`config.mk`:
```
export PLATFORM = sky130hd
export DESIGN_NAME = npc_branch_unit
export DESIGN_NICKNAME = d
export VERILOG_FILES = /design/src/source/npc_pkg.sv /design/src/source/npc_branch_unit.sv
export VERILOG_INCLUDE_DIRS = /design/src /design/src/source
export SDC_FILE = /design/constraint.sdc
export NUM_CORES = 1
export LEC_CHECK = 0
export BUFFER_PORTS_ARGS = -buffer_cell sky130_fd_sc_hd__buf_2
export CAP_MARGIN = 20
export CORE_MARGIN = 10
export CORE_UTILIZATION = 42
export DETAILED_ROUTE_END_ITERATION = 7
export PLACE_DENSITY_LB_ADDON = 0.1
export SLEW_MARGIN = 10
export SYNTH_ARGS = -nofsm -noshare
export SYNTH_HDL_FRONTEND = slang
export SYNTH_SLANG_ARGS = --single-unit
```
`constraint.sdc`:
```
create_clock -name vclk -period 3.3
set_input_delay 0.33 -clock vclk [all_inputs]
set_output_delay 0.33 -clock vclk [all_outputs]
set_load 0.005 [all_outputs]
```
`src/source/npc_settings.svh`:
```
`ifndef NPC_SETTINGS_SVH
`define NPC_SETTINGS_SVH

// Data path width.
`define NPC_XLEN 32

// First fetch address after reset.
`define NPC_RESET_PC 32'h8000_0000

// Architectural registers, x0 included.
`define NPC_REG_COUNT 32

// Data memory depth in 32-bit words.
// Addresses wrap modulo the depth.
`define NPC_DMEM_WORDS 256

`endif

```
`src/source/npc_pkg.sv`:
```
package npc_pkg;

  // Register/immediate layout.
  typedef struct packed {
    logic [6:0] funct7;
    logic [4:0] rs2;
    logic [4:0] rs1;
    logic [2:0] funct3;
    logic [4:0] rd;
    logic [6:0] opcode;
  } r_view_t;

  // Store/branch layout with the immediate split around rs1 and rs2.
  typedef struct packed {
    logic [6:0] imm_hi;
    logic [4:0] rs2;
    logic [4:0] rs1;
    logic [2:0] funct3;
    logic [4:0] imm_lo;
    logic [6:0] opcode;
  } s_view_t;

  typedef union packed {
    r_view_t r;
    s_view_t s;
  } inst_u;

  typedef enum logic [3:0] {
    alu_add, alu_sub, alu_and, alu_or, alu_xor, alu_slt, alu_sltu, alu_pass_b
  } alu_op_e;

  typedef enum logic [1:0] {wb_alu, wb_link, wb_load, wb_upper} wb_sel_e;

  typedef enum logic [1:0] {npc_seq, npc_jal, npc_jalr, npc_branch} npc_sel_e;

  typedef enum logic [1:0] {size_byte, size_half, size_word} mem_size_e;

  localparam logic [6:0] op_lui    = 7'b0110111;
  localparam logic [6:0] op_auipc  = 7'b0010111;
  localparam logic [6:0] op_jal    = 7'b1101111;
  localparam logic [6:0] op_jalr   = 7'b1100111;
  localparam logic [6:0] op_branch = 7'b1100011;
  localparam logic [6:0] op_load   = 7'b0000011;
  localparam logic [6:0] op_store  = 7'b0100011;
  localparam logic [6:0] op_imm    = 7'b0010011;
  localparam logic [6:0] op_reg    = 7'b0110011;
  localparam logic [6:0] op_system = 7'b1110011;

endpackage

```
`src/source/npc_branch_unit.sv`:
```
`timescale 1ns/1ps
`include "npc_settings.svh"

module npc_branch_unit import npc_pkg::*; (
  input  logic [`NPC_XLEN-1:0] pc,
  input  logic [`NPC_XLEN-1:0] src1,
  input  logic [`NPC_XLEN-1:0] src2,
  input  logic [`NPC_XLEN-1:0] imm,
  input  npc_sel_e             npc_sel,
  input  logic [2:0]           br_funct,
  input  logic [`NPC_XLEN-1:0] alu_result,
  output logic [`NPC_XLEN-1:0] next_pc,
  output logic [`NPC_XLEN-1:0] link
);

  logic taken;
  logic [`NPC_XLEN-1:0] target;

  assign link   = pc + 32'd4;
  assign target = pc + imm;

  always_comb begin
    case (br_funct)
      3'b000:  taken = (src1 == src2);
      3'b001:  taken = (src1 != src2);
      3'b100:  taken = $signed(src1) < $signed(src2);
      3'b101:  taken = $signed(src1) >= $signed(src2);
      default: taken = 1'b0; // Unsigned compares left out.
    endcase
  end

  always_comb begin
    case (npc_sel)
      npc_jal:    next_pc = target;
      npc_jalr:   next_pc = {alu_result[`NPC_XLEN-1:1], 1'b0};
      npc_branch: next_pc = taken ? target : link;
      default:    next_pc = link;
    endcase
  end

endmodule

```
Yosys cells after proc, flatten, opt, wreduce, memory -nomap -nowiden
Index checks and enable logic that the tools add are counted.
{"block": "totals", "regBits": 0, "elab_cells": 16}
{"block": "op_classes", "reduce_logical": 1, "eq_ne": 8, "n_mux": 3, "n_addsub": 2, "order_cmp": 2}
{"operator": "one-hot mux 32 bit (3 select lines)", "count": 1}
{"operator": "adder 32 x 3 -> 32 bit, second input constant", "count": 1}
{"operator": "adder 32 bit", "count": 1}
{"operator": "equality test 32 bit", "count": 1}
{"operator": "greater-or-equal comparator 32 bit", "count": 1}
{"operator": "less-than comparator 32 bit", "count": 1}
{"operator": "two-way mux 32 bit", "count": 1}
{"operator": "!= test 32 bit", "count": 1}
{"operator": "equality test 3 bit, second input constant", "count": 2}
{"operator": "equality test 2 bit, second input constant", "count": 2}
{"operator": "one-hot mux 1 bit (4 select lines)", "count": 1}
{"operator": "equality test 3 x 1 -> 1 bit, second input constant", "count": 1}
{"operator": "logical NOT 3 bit", "count": 1}
{"operator": "equality test 2 x 1 -> 1 bit, second input constant", "count": 1}

Longest topological paths before layout
{"block": "depth", "word_depth": 4, "mapped_depth": 14, "depth_no_buf": 12}

Least setup slack after synthesis
No wires, ideal clock.
{"block": "synth_path", "path_type": "input port to output port", "start": "input src2[10]", "end": "output next_pc[3]", "required_ns": 2.970, "path_stages": 13, "t_arrival_ns": 2.962, "slack_ns": 0.008, "cell_sequence": "inv_1 -> ha_1 -> and4_1 -> nor4b_1 -> a221o_1 -> a2111oi_2 -> mux2_4 -> o31a_1 -> buf_6 -> buf_6 -> nor3_4 -> a21oi_2 -> a21oi_2"}
{"block": "synth_via", "elab_chain_cells": 4, "word_cells_on_any_way": 7}
{"item": "from (decl)", "line": "npc_branch_unit.sv:7", "source": "input logic [`NPC_XLEN-1:0] src2,"}
{"item": "greater-or-equal comparator 32 bit (tied with other cells)", "line": "npc_branch_unit.sv:27", "source": "3'b101: taken = $signed(src1) >= $signed(src2);"}
{"item": "one-hot mux 1 bit (4 select lines) (*)", "line": "npc_branch_unit.sv:23", "source": "case (br_funct)"}
{"item": "two-way mux 32 bit (*)", "line": "npc_branch_unit.sv:36", "source": "npc_branch: next_pc = taken ? target : link;"}
{"item": "one-hot mux 32 bit (3 select lines) (*)", "line": "npc_branch_unit.sv:33", "source": "case (npc_sel)"}
{"item": "to (decl)", "line": "npc_branch_unit.sv:12", "source": "output logic [`NPC_XLEN-1:0] next_pc,"}
Mark *: on every way between the ends. The rest lies on a longest branch, timed or not.

Worst setup path after layout
{"block": "layout_path", "start": "input src2[11]", "end": "output next_pc[3]"}
The elaborated chain is that of the path after synthesis.

==> Flow_metrics.wiki <==
{| class="wikitable"
! Metric !! Value
|-
| Routed WL per cell || 18.0 um
|-
| Setup CP Type || in2out
|-
| Max capacitance violation total || 0
|-
| Worst setup path start || src2[11]
|-
| Combined global-route utilization of all metal layers || 0.231
|-
| Cell area after synthesis || 3920 um2
|-
| Endpoint type of the worst setup path || output port
|-
| Sum of buffers and inverters on the critical path || 4
|-
| Clk pwr share || 0
|-
| Cell Rows || 35
|-
| DRC || 0
|-
| Fill count || 741
|-
| Sequential Area || 0 um2
|-
| Clock buffer cells || 0
|-
| Syn_nets || 803
|-
| Floorplan die width || 117 um
|-
| LEAKAGE || 3.22 nW
|-
| Vias per std cell || 5.54
|-
| Slew at the pin closest to its max-slew limit || 0.512 ns
|-
| Post-synthesis cell type count || 58
|-
| Post-Synthesis Cells || 573
|-
| Overall via count from detail_route || 5456
|-
| Switching power total || 0.000578 W
|-
| Crit share post-route || 1.08
|-
| Post-synth top area cell || sky130_fd_sc_hd__ha_1
|-
| Fraction of layout cells with a size suffix above 1 || 0.502
|-
| Cells along the critical path || buf_6 -> inv_4 -> ha_4 -> and4_4 -> nor4b_4 -> a221o_1 -> a2111oi_4 -> mux2_4 -> o31a_4 -> buf_12 -> nor3_4 -> a21oi_2 -> a21oi_2 -> buf_2
|-
| Crit-path max FO || 12
|-
| Die span in y || 117 um
|-
| Depth of the critical timing path with buffers and inverters included || 14
|-
| Hold crit path type || in2out
|-
| Floorplan die area || 13600 um2
|-
| Sequential fraction of the synthesis area || 0
|-
| Final setup violating endpoints || 32
|-
| Starting density of the core || 0.428
|-
| Slowest stage cell on the critical path || sky130_fd_sc_hd__o31a_4
|-
| Number of cells after detailed placement || 961
|-
| Pre-CTS worst setup slack || -0.422 ns
|-
| Delay of the slowest cell on the worst path || 0.45 ns
|-
| Post-synthesis to final-layout area growth || 66.5%
|-
| Remaining antenna violation count || 0
|-
| Most used cell, CP || sky130_fd_sc_hd__a21oi_2
|-
| Flop pwr share || 0
|-
| Detailed Route Iter0 Violations || 285
|-
| Violated checks || negative setup slack
|-
| Required arrival time at the worst endpoint || 2.97 ns
|-
| Maximum number of pins on one net before global-route repair || 36
|-
| Setup repair after global routing missed its margin || true
|-
| Synth area leaders || sky130_fd_sc_hd__ha_1 20%, sky130_fd_sc_hd__a21oi_1 9.2%, sky130_fd_sc_hd__xnor2_1 6.7%
|-
| Overflow left after global routing || 0
|-
| Sw frac || 0.498
|-
| Vias in the first global route || 5546
|-
| Max Slew Vio Count || 0
|-
| Data arrival time of the critical path || 3.23 ns
|-
| I/O pin cnt || 229
|-
| Total half-perimeter wirelength after legalization and detailed placement || 13.6 mm
|-
| Yosys Warn Count || 0
|-
| Count of input and output buffers || 228
|-
| Count of TritonRoute iterations in the first routing pass || 5
|-
| Worst setup path endpoint || next_pc[3]
|-
| Proportion of netlist area held by the largest area contributor || 0.204
|-
| Count of flip-flops and latches || 0
|-
| Core footprint || 9150 um2
|-
| Min cycle time layout || 3.56 ns
|-
| Wire length of the first global-routing pass || 26.3 mm
|-
| Post-layout instance count excluding filler cells || 985
|-
| Last weighted congestion value of the routability-driven placer || 0.913
|-
| Nets@finish || 1104
|-
| Routed wire length || 17.7 mm
|-
| CP top delay family || compound AO/OA/AOI/OAI gates
|-
| Fmax || 281 MHz
|-
| Portion of total power attributed to combinational logic || 1.000
|-
| Power per unit of standard cell area || 178 nW/um2
|-
| Setup ws final || -0.264 ns
|-
| Largest vdd supply drop || 0.0817 mV
|-
| Final hold slack || 0.969 ns
|-
| Slew margin rel. || 0.658
|-
| Element type at the critical path start || primary input
|-
| Internal portion of total power || 0.000582 W
|-
| Initial antenna violation count || 2
|-
| Number of hold-repair buffers added at the cts stage || 0
|-
| Endpoints failing hold || 0
|-
| Run status || finished, violations left
|-
| Synthesized area per cell || 6.84 um2
|}
-- cells in the mapped netlist (12+ instances only) --
library cell,instances
sky130_fd_sc_hd__a21oi_1,72
sky130_fd_sc_hd__clkbuf_1,12
sky130_fd_sc_hd__ha_1,64
sky130_fd_sc_hd__inv_1,40
sky130_fd_sc_hd__mux2_2,16
sky130_fd_sc_hd__mux2i_1,15
sky130_fd_sc_hd__nand2_1,45
sky130_fd_sc_hd__nand2b_1,15
sky130_fd_sc_hd__nand3_1,25
sky130_fd_sc_hd__nor2_1,57
sky130_fd_sc_hd__o211ai_1,12
sky130_fd_sc_hd__o21ai_0,26
sky130_fd_sc_hd__xnor2_1,30
sky130_fd_sc_hd__xor2_1,23
-- power groups by stage --
stage                     registers (W)  logic (W)  clock network (W)
final                                 0    0.00116    0.0000000000811
after CTS                             0    0.00104                  0
after detailed placement              0   0.000927                  0
after global placement                0   0.000909                  0
after floorplan                       0   0.000537                  0
after global routing                  0    0.00127    0.0000000000811
-- cells in the final DEF (no fill, tap or decap), drive strengths merged, types with 5 or more instances in the layout --
| cell type | n |
|---|---|
| nand4 | 11 |
| a21oi | 75 |
| mux2 | 17 |
| and3 | 10 |
| xor2 | 23 |
| o21ai | 27 |
| nor2 | 57 |
| nand2b | 15 |
| o211ai | 12 |
| buf | 318 |
| mux2i | 15 |
| or2 | 5 |
| inv | 40 |
| a21o | 7 |
| nor3 | 6 |
| ha | 64 |
| a211oi | 10 |
| nand2 | 45 |
| nand3 | 25 |
| a31oi | 7 |
| xnor2 | 30 |
| o21a | 8 |
-- stage by stage --
step | total power [W] | area (um2) | utilization | setup TNS, ns
6_report | 0.00116 | 6530 | 0.713 | -5.19
5_1_grt | 0.00127 | 6530 | 0.713 | -8.97
4_1_cts | 0.00104 | 6130 | 0.670 | -1.61
3_5_place_dp | 0.000927 | 5620 | 0.614 | -11.05
3_3_place_gp | 0.000909 | 5620 | 0.614 | -10.61
2_1_floorplan | 0.000537 | 3920 | - | 0
-- cells by family (layout without fill, tap and decap cells) --
| logic type | after synthesis | count (layout) | synth area share |
|---|---|---|---|
| AND/OR/NAND/NOR | 192 | 192 | 0.247 |
| AO/OA/AOI/OAI | 169 | 169 | 0.267 |
| adder cells (fa/ha/maj) | 65 | 65 | 0.209 |
| buffers and inverters | 62 | 361 | 0.0705 |
| XOR/XNOR | 53 | 53 | 0.118 |
| multiplexers | 32 | 32 | 0.0881 |
| other | 0 | 2 | 0 |
-- worst min path at each step --
stage	startpoint	slack, ns	to	depth (start not counted)
5_1_grt	pc[0]	0.97	link[0]	3
2_1_floorplan	pc[2]	0.69	link[2]	1
3_3_place_gp	pc[0]	0.97	link[0]	3
3_5_place_dp	pc[0]	0.97	link[0]	3
6_report	pc[0]	0.97	link[0]	3
4_1_cts	pc[0]	0.98	link[0]	3
-- per-layer routing --
| metal | vias to the layer above | GRT usage | part of all wire |
|---|---|---|---|
| met5 | - | 0 | 0 |
| met4 | 0 | 0.0379 | 0.020 |
| met3 | 32 | 0.0293 | 0.056 |
| met2 | 191 | 0.454 | 0.53 |
| met1 | 2553 | 0.260 | 0.40 |
| li1 | 2680 | - | - |
-- area by class of cell --
class	instances	area, um2	share of cell area
Inverter	41	161	0.0247
Tap cell	111	139	0.0213
Timing Repair Buffer	320	2000	0.307
Antenna cell	2	5.00	0.000767
Multi-Input combinational cell	511	4220	0.646
-- tightest hold or removal path: cells and delay by family --
family | cells | cell delay (ns)
buffers and inverters | 3 | 0.31
-- repair_timing --
action                     in CTS  in global routing
pin swaps                      28                 53
gates cloned                    2                  2
resized for setup              73                 65
buffers inserted               13                  5
setup endpoints to repair      32                 32
Note: power is estimated with default switching activity, not from simulation.
