## config.mk

```make
export PLATFORM = sky130hd
export DESIGN_NAME = npc_decoder
export DESIGN_NICKNAME = d
export VERILOG_FILES = /design/src/source/npc_pkg.sv /design/src/source/npc_decoder.sv
export VERILOG_INCLUDE_DIRS = /design/src /design/src/source
export SDC_FILE = /design/constraint.sdc
export NUM_CORES = 1
export LEC_CHECK = 0
export ABC_AREA = 1
export BUFFER_PORTS_ARGS = -buffer_cell sky130_fd_sc_hd__buf_4
export CAP_MARGIN = 20
export CORE_MARGIN = 3
export CORE_UTILIZATION = 40
export DETAILED_ROUTE_END_ITERATION = 8
export PLACE_DENSITY = 0.84
export SETUP_SLACK_MARGIN = 0.4
export SLEW_MARGIN = 20
export SYNTH_ARGS = -nofsm -noshare
export SYNTH_HDL_FRONTEND = slang
export SYNTH_SLANG_ARGS = --single-unit
```

## constraint.sdc

```tcl
create_clock -name vclk -period 1.34
set_input_delay 0.268 -clock vclk [all_inputs]
set_output_delay 0.268 -clock vclk [all_outputs]
set_load 0.01 [all_outputs]
```

## src/source/npc_settings.svh

```systemverilog
`ifndef NPC_SETTINGS_SVH
`define NPC_SETTINGS_SVH

// Data path width.
`define NPC_XLEN 32

// First fetch address after reset.
`define NPC_RESET_PC 32'h8000_0000

// Architectural registers, x0 included.
`define NPC_REG_COUNT 32

// Data memory depth in 32-bit words.
// Addresses wrap modulo the depth.
`define NPC_DMEM_WORDS 256

`endif

```

## src/source/npc_pkg.sv

```systemverilog
package npc_pkg;

  // Register/immediate layout.
  typedef struct packed {
    logic [6:0] funct7;
    logic [4:0] rs2;
    logic [4:0] rs1;
    logic [2:0] funct3;
    logic [4:0] rd;
    logic [6:0] opcode;
  } r_view_t;

  // Store/branch layout with the immediate split around rs1 and rs2.
  typedef struct packed {
    logic [6:0] imm_hi;
    logic [4:0] rs2;
    logic [4:0] rs1;
    logic [2:0] funct3;
    logic [4:0] imm_lo;
    logic [6:0] opcode;
  } s_view_t;

  typedef union packed {
    r_view_t r;
    s_view_t s;
  } inst_u;

  typedef enum logic [3:0] {
    alu_add, alu_sub, alu_and, alu_or, alu_xor, alu_slt, alu_sltu, alu_pass_b
  } alu_op_e;

  typedef enum logic [1:0] {wb_alu, wb_link, wb_load, wb_upper} wb_sel_e;

  typedef enum logic [1:0] {npc_seq, npc_jal, npc_jalr, npc_branch} npc_sel_e;

  typedef enum logic [1:0] {size_byte, size_half, size_word} mem_size_e;

  localparam logic [6:0] op_lui    = 7'b0110111;
  localparam logic [6:0] op_auipc  = 7'b0010111;
  localparam logic [6:0] op_jal    = 7'b1101111;
  localparam logic [6:0] op_jalr   = 7'b1100111;
  localparam logic [6:0] op_branch = 7'b1100011;
  localparam logic [6:0] op_load   = 7'b0000011;
  localparam logic [6:0] op_store  = 7'b0100011;
  localparam logic [6:0] op_imm    = 7'b0010011;
  localparam logic [6:0] op_reg    = 7'b0110011;
  localparam logic [6:0] op_system = 7'b1110011;

endpackage

```

## src/source/npc_decoder.sv

```systemverilog
`timescale 1ns/1ps
`include "npc_settings.svh"

module npc_decoder import npc_pkg::*; (
  input  inst_u                inst,
  output logic [4:0]           rs1,
  output logic [4:0]           rs2,
  output logic [4:0]           rd,
  output logic [`NPC_XLEN-1:0] imm,
  output logic                 use_imm,
  output alu_op_e              alu_op,
  output npc_sel_e             npc_sel,
  output logic [2:0]           br_funct,
  output logic                 reg_wen,
  output wb_sel_e              wb_sel,
  output logic                 mem_ren,
  output logic                 mem_wen,
  output mem_size_e            mem_size,
  output logic                 mem_sext,
  output logic                 is_ebreak
);

  r_view_t r;
  s_view_t s;
  logic [`NPC_XLEN-1:0] imm_i, imm_s, imm_b, imm_u, imm_j;
  mem_size_e size_f3;
  logic wen_raw;

  assign r = inst.r;
  assign s = inst.s;

  assign rs1      = r.rs1;
  assign rs2      = r.rs2;
  assign rd       = r.rd;
  assign br_funct = r.funct3;

  assign imm_i = {{20{r.funct7[6]}}, r.funct7, r.rs2};
  assign imm_s = {{20{s.imm_hi[6]}}, s.imm_hi, s.imm_lo};
  assign imm_b = {{19{s.imm_hi[6]}}, s.imm_hi[6], s.imm_lo[0], s.imm_hi[5:0],
                  s.imm_lo[4:1], 1'b0};
  assign imm_u = {r.funct7, r.rs2, r.rs1, r.funct3, 12'b0};
  assign imm_j = {{12{r.funct7[6]}}, r.rs1, r.funct3, r.rs2[0], r.funct7[5:0],
                  r.rs2[4:1], 1'b0};

  // Shared by loads and stores.
  assign size_f3 = (r.funct3[1:0] == 2'b00) ? size_byte :
                   (r.funct3[1:0] == 2'b01) ? size_half : size_word;

  // x0 is never a write target.
  assign reg_wen = wen_raw && (r.rd != 5'd0);

  always_comb begin
    imm       = imm_i;
    use_imm   = 1'b0;
    alu_op    = alu_add;
    npc_sel   = npc_seq;
    wen_raw   = 1'b0;
    wb_sel    = wb_alu;
    mem_ren   = 1'b0;
    mem_wen   = 1'b0;
    mem_size  = size_word;
    mem_sext  = 1'b0;
    is_ebreak = 1'b0;
    case (r.opcode)
      op_imm, op_reg: begin
        use_imm = (r.opcode == op_imm);
        wen_raw = 1'b1;
        case (r.funct3)
          3'b000:  alu_op = (!use_imm && r.funct7[5]) ? alu_sub : alu_add;
          3'b010:  alu_op = alu_slt;
          3'b011:  alu_op = alu_sltu;
          3'b100:  alu_op = alu_xor;
          3'b110:  alu_op = alu_or;
          3'b111:  alu_op = alu_and;
          default: wen_raw = 1'b0; // Shifts are not supported.
        endcase
      end
      op_lui: begin
        imm     = imm_u;
        use_imm = 1'b1;
        alu_op  = alu_pass_b;
        wb_sel  = wb_upper;
        wen_raw = 1'b1;
      end
      op_auipc: begin
        imm     = imm_u;
        use_imm = 1'b1;
        wb_sel  = wb_upper; // Core feeds pc as operand a.
        wen_raw = 1'b1;
      end
      op_jal: begin
        imm     = imm_j;
        npc_sel = npc_jal;
        wb_sel  = wb_link;
        wen_raw = 1'b1;
      end
      op_jalr: begin
        use_imm = 1'b1;
        npc_sel = npc_jalr;
        wb_sel  = wb_link;
        wen_raw = 1'b1;
      end
      op_branch: begin
        imm     = imm_b;
        npc_sel = npc_branch;
      end
      op_load: begin
        use_imm  = 1'b1;
        wb_sel   = wb_load;
        mem_ren  = 1'b1;
        mem_size = size_f3;
        mem_sext = !r.funct3[2];
        wen_raw  = 1'b1;
      end
      op_store: begin
        imm      = imm_s;
        use_imm  = 1'b1;
        mem_wen  = 1'b1;
        mem_size = size_f3;
      end
      op_system: begin
        is_ebreak = (r.funct3 == 3'b000) && (imm_i == 32'd1);
      end
      default: ; // No-op.
    endcase
  end

endmodule

```

==> impl_metrics.prom, run 1 <==
# TYPE chip_impl_metric gauge
chip_impl_info{name="outcome",value="aborted with a tool error"} 1
chip_impl_info{name="stop_stage",value="5_1_grt"} 1
chip_impl_info{name="first-error",value="[ERROR DPL-0038] Utilization greater than 100%, impossible to legalize"} 1
chip_impl_info{name="worst_endpoint",value="imm[3]"} 1
chip_impl_metric{name="syn_nets",unit=""} 240
chip_impl_metric{name="start_util",unit=""} 0.435
chip_impl_info{name="yosysTopAreaCell",value="sky130_fd_sc_hd__nand2_1"} 1
chip_impl_metric{name="synth.yosys.seq_area_share",unit=""} 0
chip_impl_metric{name="dp_slack",unit="ns"} -0.289
chip_impl_info{name="worst_path_end_type",value="top-level output"} 1
chip_impl_metric{name="syn_avg_cell_area",unit="um^2"} 5.37
chip_impl_info{name="netlist_top_cells_area",value="sky130_fd_sc_hd__nand2_1, sky130_fd_sc_hd__buf_4, sky130_fd_sc_hd__nand3_1"} 1
chip_impl_metric{name="input_output_buffers",unit=""} 97
chip_impl_metric{name="synth_warnings",unit=""} 0
chip_impl_metric{name="area_of_the_mapped_netlist",unit="um^2"} 1120
chip_impl_metric{name="synth_cells",unit=""} 208
chip_impl_metric{name="fp.dieH",unit="um"} 58.9
chip_impl_metric{name="synthAdderAreaFrac",unit=""} 0
chip_impl_metric{name="post_dp_cell_area",unit="um^2"} 2180
chip_impl_metric{name="synth.lib_cells_used.distinct",unit=""} 24
chip_impl_metric{name="hold_buffers",unit=""} 0
chip_impl_metric{name="place_hpwl",unit="um"} 3600
chip_impl_metric{name="post_synth_simple_gate_area",unit=""} 0.670
chip_impl_info{name="synth_top_family_by_area",value="simple AND/OR/NAND/NOR gates"} 1
chip_impl_metric{name="num_io_pins",unit=""} 98
chip_impl_metric{name="dieWidth",unit="um"} 58.9
chip_impl_metric{name="floorplan.rows",unit=""} 18
chip_impl_metric{name="synth_compound_gate_area_share",unit=""} 0.0627
chip_impl_metric{name="synthDominantCellAreaShare",unit=""} 0.175
chip_impl_metric{name="yosys.area_share.xor_xnor",unit=""} 0.00784
chip_impl_metric{name="synth_mux_area_frac",unit=""} 0
chip_impl_metric{name="grt_start_max_net_pins",unit=""} 11
chip_impl_metric{name="rd_place_congestion",unit=""} 0.850
==> cell usage after synthesis, types with 2 or more instances <==
library cell               n
sky130_fd_sc_hd__nor2_1   31
sky130_fd_sc_hd__nand3_2  10
sky130_fd_sc_hd__inv_4     2
sky130_fd_sc_hd__nand3_1  25
sky130_fd_sc_hd__nor2_8    2
sky130_fd_sc_hd__nand2_2   3
sky130_fd_sc_hd__nand2_1  52
sky130_fd_sc_hd__nand2_4   3
sky130_fd_sc_hd__nor3_1    7
sky130_fd_sc_hd__inv_1    22
sky130_fd_sc_hd__o21ai_0  11
sky130_fd_sc_hd__buf_2     3
sky130_fd_sc_hd__buf_4    21
sky130_fd_sc_hd__o21ai_1   2
sky130_fd_sc_hd__nand4_1   3
sky130_fd_sc_hd__nor2_4    3
==> what timing repair did <==
action                     CTS
gates resized for setup     43
cloned                       1
pin swaps                   16
hold endpoints to repair     0
buffers inserted             4
setup endpoints to repair   47
==> kinds of logic after synthesis <==
group / Yosys count
AND/OR/NAND/NOR: 142
buffers and inverters: 50
AO/OA/AOI/OAI: 14
XOR/XNOR: 1
other: 1
==> through the flow <==
| step | std cells | hold slack [ns] |
|---|---|---|
| 2_1_floorplan | 208 | 0.559 |
| 3_5_place_dp | 339 | 0.735 |
| 4_1_cts | 344 | 0.735 |
| 3_3_place_gp | 339 | 0.734 |
==> inputs of run 2 (changes only) <==
--- a/config.mk
+++ b/config.mk
@@ -10,10 +10,9 @@
 export BUFFER_PORTS_ARGS = -buffer_cell sky130_fd_sc_hd__buf_4
 export CAP_MARGIN = 20
 export CORE_MARGIN = 3
-export CORE_UTILIZATION = 40
+export CORE_UTILIZATION = 25
 export DETAILED_ROUTE_END_ITERATION = 8
-export PLACE_DENSITY = 0.84
-export SETUP_SLACK_MARGIN = 0.4
+export PLACE_DENSITY_LB_ADDON = 0.15
 export SLEW_MARGIN = 20
 export SYNTH_ARGS = -nofsm -noshare
 export SYNTH_HDL_FRONTEND = slang
==> run 2 against run 1 <==
  * The flow now finishes, with violations (setup timing)
  * Synthesized area unchanged
  * Synthesized cell count unchanged
==> impl_metrics.prom, run 2 <==
# TYPE chip_impl_metric gauge
chip_impl_metric{name="yosys.area_share.xor_xnor",unit=""} 0.00784
chip_impl_metric{name="syn_avg_cell_area",unit="um^2"} 5.37
chip_impl_info{name="outcome",value="finished, violations left"} 1
chip_impl_metric{name="wl_per_cell",unit="um"} 13.0
chip_impl_metric{name="synth_compound_gate_area_share",unit=""} 0.0627
chip_impl_metric{name="rd_place_congestion",unit=""} 0.827
chip_impl_info{name="violations",value="setup timing"} 1
chip_impl_metric{name="max_freq",unit="MHz"} 665
chip_impl_metric{name="final.clkbuf_count",unit=""} 0
chip_impl_metric{name="synthDominantCellAreaShare",unit=""} 0.175
chip_impl_metric{name="place_hpwl",unit="um"} 3640
chip_impl_metric{name="fp.dieH",unit="um"} 72.9
chip_impl_info{name="startpoint_type",value="primary input"} 1
chip_impl_metric{name="input_output_buffers",unit=""} 97
chip_impl_info{name="timing.hold.worst.class",value="in2out"} 1
chip_impl_metric{name="floorplan.rows",unit=""} 23
chip_impl_metric{name="maximum_vdd_drop",unit="V"} 0.0000797
chip_impl_metric{name="post_synth_simple_gate_area",unit=""} 0.670
chip_impl_metric{name="dieWidth",unit="um"} 72.9
chip_impl_metric{name="antenna_diodes",unit=""} 0
chip_impl_metric{name="layout_min_cycle_time",unit="ns"} 1.50
chip_impl_metric{name="num_io_pins",unit=""} 98
chip_impl_metric{name="cp_max_fo",unit=""} 8
chip_impl_metric{name="vias",unit=""} 1709
chip_impl_metric{name="globalRouteTotalUtil",unit=""} 0.178
chip_impl_metric{name="synth.lib_cells_used.distinct",unit=""} 24
chip_impl_info{name="setup.worst_path.class",value="in2out"} 1
chip_impl_metric{name="critical_path_required",unit="ns"} 1.07
chip_impl_metric{name="final-hold-violation-count",unit=""} 0
chip_impl_info{name="netlist_top_cells_area",value="sky130_fd_sc_hd__nand2_1, sky130_fd_sc_hd__buf_4, sky130_fd_sc_hd__nand3_1"} 1
chip_impl_metric{name="layout.sequential_cells",unit=""} 0
chip_impl_metric{name="core_ar",unit="um^2"} 4140
chip_impl_metric{name="first_global_vias",unit=""} 1572
chip_impl_info{name="yosysTopAreaCell",value="sky130_fd_sc_hd__nand2_1"} 1
chip_impl_metric{name="post-layout-total-power",unit="uW"} 618
chip_impl_metric{name="place_inst",unit=""} 361
chip_impl_info{name="synth_common_cells",value="sky130_fd_sc_hd__nand2_1, sky130_fd_sc_hd__nor2_1, sky130_fd_sc_hd__nand3_1, sky130_fd_sc_hd__inv_1, sky130_fd_sc_hd__buf_4"} 1
chip_impl_info{name="grt_setup_unrepaired",value="true"} 1
chip_impl_metric{name="cell_pwr_density",unit="nW/um^2"} 247
chip_impl_metric{name="drt_iter0_markers",unit=""} 55
chip_impl_metric{name="layout.area.seq",unit="um^2"} 0
chip_impl_metric{name="drive_above_1_share",unit=""} 0.644
chip_impl_metric{name="postRouteAntennaNets",unit=""} 0
chip_impl_metric{name="area_of_the_mapped_netlist",unit="um^2"} 1120
chip_impl_metric{name="detail_route.first_pass.iterations",unit=""} 4
chip_impl_metric{name="number_of_antenna_violations_at_the_first_check_in_global_routing",unit=""} 0
chip_impl_metric{name="fin_max_slew_vios",unit=""} 0
chip_impl_metric{name="finalNetCount",unit=""} 357
chip_impl_metric{name="grt-ovfl-total",unit=""} 0
chip_impl_metric{name="drc",unit=""} 0
chip_impl_metric{name="post_route_fraction_of_the_period_consumed_by_the_critical_path",unit=""} 1.12
chip_impl_info{name="final_cell_mix",value="sky130_fd_sc_hd__buf_4, sky130_fd_sc_hd__nand2_1, sky130_fd_sc_hd__buf_6"} 1
chip_impl_metric{name="synth_warnings",unit=""} 0
chip_impl_metric{name="syn_nets",unit=""} 240
chip_impl_info{name="end_kind",value="output pin"} 1
chip_impl_metric{name="static-leakage-power",unit="uW"} 0.00139
chip_impl_metric{name="data_arrival_time_of_the_critical_path",unit="ns"} 1.24
chip_impl_metric{name="grt_start_max_net_pins",unit=""} 9
chip_impl_metric{name="design.die.area",unit="um^2"} 5310
chip_impl_metric{name="drv_cap",unit=""} 0
chip_impl_metric{name="fin_worst_hold_slack",unit="ns"} 0.741
chip_impl_metric{name="routed_wirelength",unit="um"} 4840
chip_impl_info{name="synth_top_family_by_area",value="simple AND/OR/NAND/NOR gates"} 1
chip_impl_metric{name="final.setup.tns",unit="ns"} -4.83
chip_impl_metric{name="start_util",unit=""} 0.270
chip_impl_info{name="layout_commonest_cell",value="sky130_fd_sc_hd__buf_4"} 1
chip_impl_metric{name="synth_mux_area_frac",unit=""} 0
chip_impl_metric{name="synth_cells",unit=""} 208
chip_impl_metric{name="post_dp_cell_area",unit="um^2"} 1960
chip_impl_metric{name="synth.yosys.seq_area_share",unit=""} 0
chip_impl_metric{name="hold_buffers",unit=""} 0
chip_impl_info{name="cell_with_the_most_instances_after_synthesis",value="sky130_fd_sc_hd__nand2_1"} 1
chip_impl_metric{name="synthToLayoutAreaGrowth",unit="%"} 124
chip_impl_metric{name="final-setup-viol-count",unit=""} 40
chip_impl_metric{name="final_critical_path_setup_slack",unit="ns"} -0.163
chip_impl_metric{name="vias_per_cell",unit=""} 4.58
chip_impl_metric{name="stdcell_count",unit=""} 373
chip_impl_metric{name="total_non_filler_cell_area_in_the_finished_layout",unit="um^2"} 2500
chip_impl_metric{name="grt_first_pass_wirelength",unit="um"} 7750
chip_impl_metric{name="synthAdderAreaFrac",unit=""} 0
run 2: cell counts after synthesis:
No cell type changed its count.
run 2: worst paths after layout:
| kind | start | end | slack, ns | depth (start not counted) |
|---|---|---|---|---|
| max | inst[3] | imm[13] | -0.16 | 9 |
| min | inst[24] | rs2[4] | 0.74 | 2 |
run 2: layout make-up:
cell class | instances | area [um^2]
fill | 394 | 1640
inverter | 25 | 129
multi-input combinational | 160 | 1090
tap | 50 | 62.6
timing repair buffer | 138 | 1220
run 2: cell families after synthesis:
| family | after synthesis |
|---|---|
| AO/OA/AOI/OAI | 14 |
| AND/OR/NAND/NOR | 142 |
| XOR/XNOR | 1 |
| other | 1 |
| buffers and inverters | 50 |
run 2: critical path: stages:
cell and delay, ns:
sky130_fd_sc_hd__buf_8 0.10, sky130_fd_sc_hd__inv_6 0.05, sky130_fd_sc_hd__nand2_4 0.04, sky130_fd_sc_hd__nor2_4 0.19
sky130_fd_sc_hd__nand2_4 0.12, sky130_fd_sc_hd__nor2_4 0.20, sky130_fd_sc_hd__nor2_1 0.06, sky130_fd_sc_hd__nand2_1 0.09
sky130_fd_sc_hd__buf_6 0.11
run 2: through the flow:
step | setup slack [ns] | utilization
finish | -0.163 | 0.604
global route | -0.240 | 0.604
CTS | -0.181 | 0.570
detailed placement | -0.286 | 0.473
global placement | -0.252 | 0.473
floorplan | -0.00394 | -
run 2: timing repair:
item	CTS	global route
gates resized for setup	96	33
hold endpoints to repair	0	0
cloned	3	0
endpoints found under the setup margin	46	46
buffers inserted	8	1
pin swaps	37	20
run 2: where the power goes:
group          switching (uW)  internal [uW]
logic                     307            311
registers                   0              0
clock network               0              0
total                     307            311
run 2: layer usage:
metal / vias to the layer above / GRT usage / share of wire
met3: 2 / 0.0124 / 0.060
met2: 53 / 0.317 / 0.52
li1: 883 / - / -
met1: 771 / 0.248 / 0.42
met5: - / 0 / 0
met4: 0 / 0 / 0.0033
No activity file was read; power rests on OpenSTA's default activity.
