==> src/source/npc_settings.svh <==
`ifndef NPC_SETTINGS_SVH
`define NPC_SETTINGS_SVH

// Data path width.
`define NPC_XLEN 32

// First fetch address after reset.
`define NPC_RESET_PC 32'h8000_0000

// Architectural registers, x0 included.
`define NPC_REG_COUNT 32

// Data memory depth in 32-bit words.
// Addresses wrap modulo the depth.
`define NPC_DMEM_WORDS 256

`endif

==> src/source/npc_pkg.sv <==
package npc_pkg;

  // Register/immediate layout.
  typedef struct packed {
    logic [6:0] funct7;
    logic [4:0] rs2;
    logic [4:0] rs1;
    logic [2:0] funct3;
    logic [4:0] rd;
    logic [6:0] opcode;
  } r_view_t;

  // Store/branch layout with the immediate split around rs1 and rs2.
  typedef struct packed {
    logic [6:0] imm_hi;
    logic [4:0] rs2;
    logic [4:0] rs1;
    logic [2:0] funct3;
    logic [4:0] imm_lo;
    logic [6:0] opcode;
  } s_view_t;

  typedef union packed {
    r_view_t r;
    s_view_t s;
  } inst_u;

  typedef enum logic [3:0] {
    alu_add, alu_sub, alu_and, alu_or, alu_xor, alu_slt, alu_sltu, alu_pass_b
  } alu_op_e;

  typedef enum logic [1:0] {wb_alu, wb_link, wb_load, wb_upper} wb_sel_e;

  typedef enum logic [1:0] {npc_seq, npc_jal, npc_jalr, npc_branch} npc_sel_e;

  typedef enum logic [1:0] {size_byte, size_half, size_word} mem_size_e;

  localparam logic [6:0] op_lui    = 7'b0110111;
  localparam logic [6:0] op_auipc  = 7'b0010111;
  localparam logic [6:0] op_jal    = 7'b1101111;
  localparam logic [6:0] op_jalr   = 7'b1100111;
  localparam logic [6:0] op_branch = 7'b1100011;
  localparam logic [6:0] op_load   = 7'b0000011;
  localparam logic [6:0] op_store  = 7'b0100011;
  localparam logic [6:0] op_imm    = 7'b0010011;
  localparam logic [6:0] op_reg    = 7'b0110011;
  localparam logic [6:0] op_system = 7'b1110011;

endpackage

==> src/source/npc_alu.sv <==
`timescale 1ns/1ps
`include "npc_settings.svh"

module npc_alu import npc_pkg::*; (
  input  alu_op_e              alu_op,
  input  logic [`NPC_XLEN-1:0] operand_a,
  input  logic [`NPC_XLEN-1:0] operand_b,
  input  logic                 use_imm,
  input  logic [`NPC_XLEN-1:0] imm,
  output logic [`NPC_XLEN-1:0] result
);

  logic [`NPC_XLEN-1:0] b;

  assign b = use_imm ? imm : operand_b;

  always_comb begin
    case (alu_op)
      alu_add:    result = operand_a + b;
      alu_sub:    result = operand_a - b;
      alu_and:    result = operand_a & b;
      alu_or:     result = operand_a | b;
      alu_xor:    result = operand_a ^ b;
      alu_slt:    result = {31'b0, $signed(operand_a) < $signed(b)};
      alu_sltu:   result = {31'b0, operand_a < b};
      alu_pass_b: result = b; // lui.
      default:    result = operand_a + b;
    endcase
  end

endmodule

==> config.mk <==
export PLATFORM = sky130hd
export DESIGN_NAME = npc_alu
export DESIGN_NICKNAME = d
export VERILOG_FILES = /design/src/source/npc_pkg.sv /design/src/source/npc_alu.sv
export VERILOG_INCLUDE_DIRS = /design/src /design/src/source
export SDC_FILE = /design/constraint.sdc
export NUM_CORES = 1
export LEC_CHECK = 0
export BUFFER_PORTS_ARGS = -buffer_cell sky130_fd_sc_hd__clkbuf_2
export CORE_MARGIN = 4
export CORE_UTILIZATION = 31
export DETAILED_ROUTE_END_ITERATION = 10
export SYNTH_ARGS = -nofsm -noshare
export SYNTH_HDL_FRONTEND = slang
export SYNTH_SLANG_ARGS = --single-unit
==> constraint.sdc <==
create_clock -name vclk -period 14.7
set_clock_uncertainty 0.1 [all_clocks]
set_input_delay 1.47 -clock vclk [all_inputs]
set_output_delay 1.47 -clock vclk [all_outputs]
set_load 0.01 [all_outputs]
After elaboration in Yosys (flattened, before gate mapping)

Index checks and enable logic that the tools add are counted.

Register bits after elaboration: 0
Word-level logic and storage cells: 16
Input port bits: 101
Output and inout port bits: 32

Equal/unequal tests: 7
Muxes and demuxes: 2
Bitwise logic cells: 3
Magnitude comparators: 2
$add $sub $neg: 2

Operators by type and width:

| cell               | count |
|---|---|
| $pmux 32 s7        | 1 |
| $lt 32x32->1       | 2 |
| $add 32x32->32     | 1 |
| $and 32x32->32     | 1 |
| $mux 32            | 1 |
| $or 32x32->32      | 1 |
| $sub 32x32->32     | 1 |
| $xor 32x32->32     | 1 |
| $eq 4x3->1 const B | 4 |
| $eq 4x2->1 const B | 2 |
| $eq 4x1->1 const B | 1 |

Depth between registers and ports, before layout

Gate-level depths: netlist of the first run.

Word-level depth: 3
Gate-level depth with buffers: 18
Mapped depth without buffers: 15

Least setup slack after synthesis of the first run

Ideal clock, no wire load.

Path type: input port to output port
Start point: input use_imm
End point: output result[29]
Data required time: 13.130 ns
Stages on the path: 15
Arrival: 5.632 ns
Setup slack: 7.498 ns
Path buffers: 3
Path through: clkbuf_1 -> clkbuf_1 -> clkbuf_1 -> mux2i_1 -> ha_1 -> or4_4 -> or4_4 -> a2111oi_2 -> o41ai_2 -> a211oi_2 -> or4b_1 -> o311a_2 -> nand2b_1 -> a21oi_1 -> a211oi_2

Longest elaborated chain between the ends: 3
Elaborated cells between the ends (all ways): 7
Classes of those cells: add/sub (2); mux (2); bitwise (3)

Ends and longest elaborated chain:

| item                                   | line                         | text |
|---|---|---|
| start: declaration                     | npc_alu.sv:8                 | `input logic use_imm,` |
| $mux 32 *                              | npc_alu.sv:15                | `assign b = use_imm ? imm : operand_b;` |
| $add 32x32->32 (tied with other cells) | npc_alu.sv:19, npc_alu.sv:27 |  |
| $pmux 32 s7 *                          | npc_alu.sv:18                | `case (alu_op)` |
| end: declaration                       | npc_alu.sv:10                | `` output logic [`NPC_XLEN-1:0] result `` |

Mark *: on every way between the ends. The rest lies on a longest branch, timed or not.

Final worst setup path of the first run

Start point: input use_imm
End point: output result[0]

Longest elaborated chain between the ends: 3
Elaborated cells between the ends (all ways): 9
Classes of those cells: add/sub (2); order compare (2); mux (2); bitwise (3)

Ends and longest elaborated chain:

| item                                   | line |
|---|---|
| $mux 32 *                              | npc_alu.sv:15 |
| $add 32x32->32 (tied with other cells) | npc_alu.sv:19, npc_alu.sv:27 |
| $pmux 32 s7 *                          | npc_alu.sv:18 |

Marked as above.

==> impl.org, run 1 <==
** Synth
- Seq/Total Area, Yosys :: 0%
- The number of nets in the synthesized netlist is ~1,000.
- Averaged over all synthesized cells, the footprint is 6.96 sq um.
- Number of library cell types mapped by synthesis :: between 60 and 70
- Counting every instance in the synthesized netlist gives 799.
- Post-synthesis instance area :: 0.00556 sq mm
- For this run, the number of Yosys warnings is 0.

** Worst setup path
- Walking the worst path, the cells encountered are clkbuf_2 > buf_4 > mux2i_1 > inv_1 > ha_1 > fa_1 > o21bai_1 > a32oi_1 > a211oi_1 > a2111oi_2 > nor4_1 > o21ai_0 > a221oi_1 > and4b_1 > o2111ai_1 > clkbuf_2.
- The cell that appears most often on the critical path is sky130_fd_sc_hd__clkbuf_2.
- The number of buffers and inverters on the critical path is 4.
- Category of cells accounting for the largest share of critical-path delay :: compound AO/OA/AOI/OAI gates
- Critical path peak fanout :: 32
- Largest stage delay on the critical path :: ~0.6 ns
- Library cell contributing the largest single delay on the critical path :: sky130_fd_sc_hd__a211oi_1
- The worst setup path is of the input port to output pin kind.
- Worst Path Required :: between 10 and 15 ns
- Worst Setup Start Kind :: input port
- CP Capture Type :: output pin
- At the worst endpoint, the arrival time is slightly below 6 ns.

** Detailed routing
- In the routed design, unresolved DRC markers number 0.
- Detailed-route wire length per cell :: around 17 microns
- In the routed layout, each cell is associated on average with a via count of about 5.5.
- The detailed router placed a little over 6,000 vias in this run.
- DRT antenna net count :: 0
- Total routed wirelength :: 19.6 mm
- Initial DRC count :: 572
- 1st-pass router iterations :: 5

** Timing
- Slew Limit Fails :: 0
- Max-Slew Margin vs Limit :: 27.2%
- The number of endpoints with negative hold slack in the final report was 0.
- Setup violators final :: 0
- At the pin with the least slew margin, the transition time is around 1.1 ns.
- Setup repair after global routing left no endpoint under its margin.
- Achievable Freq :: 135 MHz
- Adding up every negative setup slack in the final design gives 0 ns.
- The final critical path takes up 50.5% of the cycle.
- Minimum clock period :: 7.42 ns

** Placed design
- Count of buffers inserted at the top-level ports :: ~130
- Detailed-placement wirelength estimate :: 15.5 mm
- The placed instances occupy a cell area of ~0.0064 sq mm.
- Routability-driven placement finished with a final weighted congestion of about 0.91.

** Floorplan
- Width of the die :: between 100 and 150 microns
- Starting density of the core :: between 30% and 40%
- Top-Level Pins :: about 130
- Measured along the y axis, the die boundary spans roughly 140 microns.
- The core region is between 0.015 and 0.02 sq mm.
- Row cnt :: 48
- Die Area :: roughly 0.020 sq mm

** Final layout
- Once layout is complete, the utilization of the core stands at around 37%.
- Sequential cells placed in the final layout were counted as 0.
- The library cell used most frequently in the layout, excluding fill and tap cells, is sky130_fd_sc_hd__clkbuf_2.
- At the end of the flow, the number of nets in the layout was 1,127.
- Fraction of final layout cells with drive strength greater than 1 :: roughly a fifth
- Fillers :: ~1,900
- Register Area :: 0 sq um
- After layout, the clock buffer instance count stands at 0.
- From synthesis to final layout, the design area changed by 16.0%.
- Post-layout instance area :: roughly 0.0064 sq mm
- Commonest cells after routing, fill and taps aside :: sky130_fd_sc_hd__clkbuf_2, sky130_fd_sc_hd__ha_1, sky130_fd_sc_hd__inv_1
- The multi-input combinational cells in the finished layout cover a total of 0.00510 sq mm.

** GRT
- Pin count of the biggest net entering global routing :: 33
- The initial antenna violation count came to 1.
- After global routing the overflow that remains totals 0.
- The number of global-route vias before repair was around 5,800.
- Global-route total usage across every layer :: 18.5%
- The first global-routing pass estimated just over 30 mm of wire.

** Worst hold path
- Hold Path Class :: input port to output pin

** Status
- The run finished with clean final reports.

** Power and ir drop
- Leakage dissipation :: 3.23 nW
- Power per Cell Area :: approximately 46 mW/mm^2
- Overall power consumption after layout is estimated at 0.000300 W.
- Across the VDD grid, the largest voltage drop is between 0.02 and 0.025 mV.

** Clock tree
- Quantity of hold-fixing buffers added after cts :: 0
- Number of buffers added for setup after CTS :: 0
- Resized cells post-CTS :: 0

** Job
- The tool flagged a number of max-cap violations equal to 0.
stage by stage:
| stage | hold slack [ns] | cells | worst slack, ns |
|---|---|---|---|
| floorplan | 3.11 | 799 | 7.50 |
| global placement | 3.39 | 1129 | 7.39 |
| detailed placement | 3.39 | 1129 | 7.25 |
| CTS | 3.39 | 1129 | 7.27 |
| global route | 3.42 | 1130 | 6.81 |
| finish | 3.37 | 1130 | 7.28 |
Yosys cell counts (5+ instances only):
cell type / instances / area [sq um]
sky130_fd_sc_hd__xnor2_1: 28 / 245
sky130_fd_sc_hd__o21bai_1: 18 / 135
sky130_fd_sc_hd__inv_1: 96 / 360
sky130_fd_sc_hd__and2_1: 5 / 31.3
sky130_fd_sc_hd__a21o_1: 18 / 135
sky130_fd_sc_hd__a22oi_1: 9 / 67.6
sky130_fd_sc_hd__mux2_2: 14 / 158
sky130_fd_sc_hd__a221o_1: 5 / 50.1
sky130_fd_sc_hd__o211ai_1: 5 / 37.5
sky130_fd_sc_hd__a221oi_1: 11 / 96.3
sky130_fd_sc_hd__o221ai_1: 13 / 114
sky130_fd_sc_hd__a211oi_1: 6 / 45.0
sky130_fd_sc_hd__nand3_1: 8 / 40.0
sky130_fd_sc_hd__clkbuf_1: 27 / 101
sky130_fd_sc_hd__xor2_1: 5 / 43.8
sky130_fd_sc_hd__mux2i_1: 19 / 190
sky130_fd_sc_hd__a21oi_1: 82 / 410
sky130_fd_sc_hd__nor3_1: 18 / 90.1
sky130_fd_sc_hd__nand2_1: 44 / 165
sky130_fd_sc_hd__nor2b_1: 15 / 93.8
sky130_fd_sc_hd__ha_1: 118 / 1480
sky130_fd_sc_hd__a31oi_1: 12 / 75.1
sky130_fd_sc_hd__o21ai_0: 57 / 285
sky130_fd_sc_hd__nand2b_1: 11 / 68.8
sky130_fd_sc_hd__nor2_1: 57 / 214
sky130_fd_sc_hd__o22ai_1: 15 / 93.8
area by class of cell:
class                           count  area share, %
Multi-Input combinational cell    670           79.1
Timing Repair Buffer              138           10.9
Inverter                           96           5.59
Tap cell                          225           4.37
Antenna cell                        1         0.0388
metal layers:
metal | GRT usage (%) | vias to the layer above | wire length [microns] | part of all wire [%]
li1 | - | 3105 | - | -
met2 | 30.8 | 244 | 8770 | 45
met4 | 1.62 | 0 | 168 | 0.86
met1 | 27.0 | 2861 | 9310 | 47
met5 | 0 | - | 0 | 0
met3 | 1.31 | 10 | 1390 | 7.1
kinds of logic after synthesis:
| group | share of synthesized area [%] |
|---|---|
| AOI/OAI and AO/OA | 36.0 |
| buffers and inverters | 8.80 |
| and+or+nand+nor | 16.5 |
| muxes | 6.26 |
| xor gates and xnor gates | 5.20 |
| adders and majority gates | 27.3 |
worst paths after layout:
path                 startpoint          to  slack [ns]  cells past startpoint
setup / recovery        use_imm   result[0]        7.28                     16
hold / removal    operand_b[23]  result[23]        3.37                      5
power breakdown:
part	switching, W	internal, W
logic	0.000178	0.000121
clock network	0	0.00000000000910
registers	0	0
(Power assumes the default switching activity.)
==> run 2: changes to the inputs <==
--- a/config.mk
+++ b/config.mk
@@ -6,6 +6,7 @@
 export SDC_FILE = /design/constraint.sdc
 export NUM_CORES = 1
 export LEC_CHECK = 0
+export ABC_AREA = 1
 export BUFFER_PORTS_ARGS = -buffer_cell sky130_fd_sc_hd__clkbuf_2
 export CORE_MARGIN = 4
 export CORE_UTILIZATION = 31
==> constraint.sdc (replaced) <==
create_clock -name vclk -period 6
set_clock_uncertainty 0.1 [all_clocks]
set_input_delay 0.6 -clock vclk [all_inputs]
set_output_delay 0.6 -clock vclk [all_outputs]
set_load 0.01 [all_outputs]
==> impl.org, run 2 <==
** Final layout
- Fillers :: 2,493 (+32%)
- Layout clock buffer count :: 0 (unchanged)
- Sequential cells :: 0 (unchanged)
- Total Nets Final :: 1,650 (+46%)
- Post-layout util :: 35.8% (-1.2 points)
- The library cell used most frequently in the layout, excluding fill and tap cells, is sky130_fd_sc_hd__nand2_1.
- The antenna diode instance count came to 0 (-1).
- Register Area :: 0 sq um (unchanged)
- Commonest cells after routing, fill and taps aside :: sky130_fd_sc_hd__nand2_1, sky130_fd_sc_hd__inv_1, sky130_fd_sc_hd__clkbuf_2
- Post-layout instance area :: 0.00786 sq mm (+22%)
- Layout-stage area growth over the synthesis result :: 12.8%
- The fraction of layout instances using a drive strength above 1 is 13.3% (-6.4 points).

** Floorplan
- The number of placement rows is 54 (+13%).
- Die Area :: 0.0249 sq mm (+24%)
- Die boundary height :: 158 microns (+11%)
- Starting density of the core :: 31.7% (-0.20 points)
- Placeable Area :: 0.0220 sq mm (+26%)
- Width of the die :: 158 microns (+11%)
- The boundary pin count is 133 (unchanged).

** Status
- The flow ran to the end, and the final reports show no timing, DRC or antenna violations.

** Placed design
- The routability congestion estimate was 0.968 (+6.8%).
- Detailed-placement wirelength estimate :: 23.8 mm (+53%)
- The post-placement cell area came to 0.00786 sq mm (+22%).
- The quantity of I/O buffers inserted on ports was 133 (unchanged).

** Timing
- The aggregate negative setup slack came to 0 ns (unchanged).
- The actual transition at the worst max-transition pin is 0.894 ns (-0.193 ns).
- Setup violators final :: 0 (unchanged)
- Final hold viol count :: 0 (unchanged)
- The max-slew headroom at the worst pin is 40.3% (+13 points).
- Dividing the final minimum period by the clock period gives between 70 and 80%.
- Achievable Freq :: 220 MHz
- Unrepaired setup endpoints after global routing :: no
- The worst hold slack came to 1.58 ns (-1.79 ns).
- The number of slew-limit violations in the final report was 0 (unchanged).
- Subtracting the final worst setup slack from the clock period gives 4.55 ns.

** Worst setup path
- STA classifies the critical path endpoint as an output pin.
- The most critical setup path has its startpoint at use_imm.
- Worst Path Required :: 5.30 ns (-7.83 ns)
- The data arrival time at the worst-slack endpoint was 3.85 ns (-2.00 ns).
- The peak fanout along the critical path is 41 (+28%).
- STA classifies the critical path startpoint as an input port.
- Kind of critical path :: input port to output pin

** Power and ir drop
- Leakage dissipation :: 4.75 nW (+47%)
- Power per Cell Area :: 111 mW/mm^2 (+140%)
- Worst vdd rail ir drop :: 0.0330 mV (+51%)

** Detailed routing
- The number of DRC markers in iteration 0 was 922 (+61%).
- Detailed-route wire length per cell :: 16.3 microns (-6.3%)
- The first-pass iteration count of the detailed router was 6 (+1).
- The total length of routed wires is 27.8 mm (+42%).
- Total vias in the final route :: 8,722 (+40%)
- DRT antenna net count :: 0 (unchanged)
- Routed via count divided by cell count :: 5.11 (-7.2%)
- The DRC violation count after routing is 0 (unchanged).

** GRT
- The wire length of the first global-routing pass is 42.3 mm (+37%).
- The pin count of the biggest net entering global routing is 42 (+27%).
- The total routing resource utilization after global routing came to 21.3% (+2.9 points).
- The sum of overflow across all layers after global routing is 0 (unchanged).
- The initial antenna violation count was 0 (-1).
- Number of global-route vias before repair :: 7,929 (+36%)

** Synth
- The share of the synthesized area in the top cell type came to 21.2% (-5.4 points).
- The sequential element share of the synthesized area was 0% (unchanged).
- The mean instance size in the synthesized netlist came to 5.28 sq um (-24%).
- The count of cell types in the netlist came to 40 (-42%).
- Post-synthesis instance area :: 0.00696 sq mm (+25%)
- The synthesized design spends more area on one cell type than any other, namely sky130_fd_sc_hd__ha_1.
- Number of synthesis warnings :: 0 (unchanged)
- List of most frequent post-synthesis cells :: sky130_fd_sc_hd__nand2_1, sky130_fd_sc_hd__inv_1, sky130_fd_sc_hd__ha_1, sky130_fd_sc_hd__nand3_1, sky130_fd_sc_hd__nor2_1
- The gate count of the mapped netlist was 1,318 (+65%).
- By area the synthesized netlist is led by sky130_fd_sc_hd__ha_1, sky130_fd_sc_hd__nand2_1, sky130_fd_sc_hd__inv_1.
- Among all cell types in the netlist, the one instantiated most often is sky130_fd_sc_hd__nand2_1.
- Post-Synthesis Net Count :: 1,539 (+51%)

** Clock tree
- Number of buffers added for setup after CTS :: 0 (unchanged)
- Quantity of hold-fixing buffers added after cts :: 0 (unchanged)
- Resized cells post-CTS :: 0 (unchanged)

** Worst hold path
- Hold Path Class :: input port to output pin
- Worst hold stages :: 5 (unchanged)
- The worst hold path begins at alu_op[1].

** Job
- Number of violations of the max-capacitance limit :: 0 (unchanged)
[run 2: cell count changes in the layout (fill, tap and decap cells not counted), moves of 24 or more]
cell	previous run	this run
sky130_fd_sc_hd__nand2_1	44	360
sky130_fd_sc_hd__inv_1	96	288
sky130_fd_sc_hd__nand3_1	7	99
sky130_fd_sc_hd__nor2_1	55	94
sky130_fd_sc_hd__xnor2_1	28	0
sky130_fd_sc_hd__o21ai_1	0	24
[run 2: layout make-up]
cell class,instances,area (sq um),area share [%]
Tap cell,280,350,4.46
Timing Repair Buffer,138,703,8.95
Inverter,302,1140,14.5
Multi-Input combinational cell,987,5670,72.1
[run 2: report_power, final]
| part | leakage, nW | total, W | switching [W] | internal, W |
|---|---|---|---|---|
| Combinational | 4.75 | 0.000873 | 0.000588 | 0.000285 |
| Clock | 0 | 0 | 0 | 0 |
| Sequential | 0 | 0 | 0 | 0 |
| Total | 4.75 | 0.000873 | 0.000588 | 0.000285 |
[run 2: kinds of logic after synthesis]
family | synth area share [%]
xor+xnor | 1.51
fa+ha+maj | 21.8
compound gates | 19.9
buf+inv | 18.6
simple gates | 38.2
[run 2: metrics by stage]
step / cells / total power, W / setup WS [ns]
floorplan: 1318 / 0.000578 / 2.63
global placement: 1707 / 0.000847 / 1.58
detailed placement: 1707 / 0.000849 / 1.54
CTS: 1707 / 0.000854 / 1.52
global route: 1707 / 0.000962 / 1.20
finish: 1707 / 0.000873 / 1.45
[run 2: final timing paths]
check / to / slack, ns
worst max-delay path: result[21] / 1.45
worst min-delay path: result[0] / 1.58
[run 2: metal layers]
metal  GRT usage, %  vias to the layer above  wire [microns]
li1               -                     4394               -
met1           30.2                     3923           12400
met2           34.5                      365           12200
met3           2.71                       40            2430
met4           4.71                        0             782
met5              0                        -               0
[run 2: worst max-delay path: stages]
cell and delay, ns:
sky130_fd_sc_hd__clkbuf_2 0.37, sky130_fd_sc_hd__buf_4 0.47, sky130_fd_sc_hd__o21ai_1 0.23, sky130_fd_sc_hd__ha_1 0.48, sky130_fd_sc_hd__inv_1 0.09, sky130_fd_sc_hd__a21oi_1 0.22, sky130_fd_sc_hd__inv_1 0.07, sky130_fd_sc_hd__nand2_1 0.06
sky130_fd_sc_hd__nand2_1 0.07, sky130_fd_sc_hd__nand3b_1 0.37, sky130_fd_sc_hd__nand2_1 0.17, sky130_fd_sc_hd__nand2_1 0.06, sky130_fd_sc_hd__nand2_1 0.05, sky130_fd_sc_hd__nand3_1 0.16, sky130_fd_sc_hd__nand3_1 0.21, sky130_fd_sc_hd__clkbuf_2 0.15
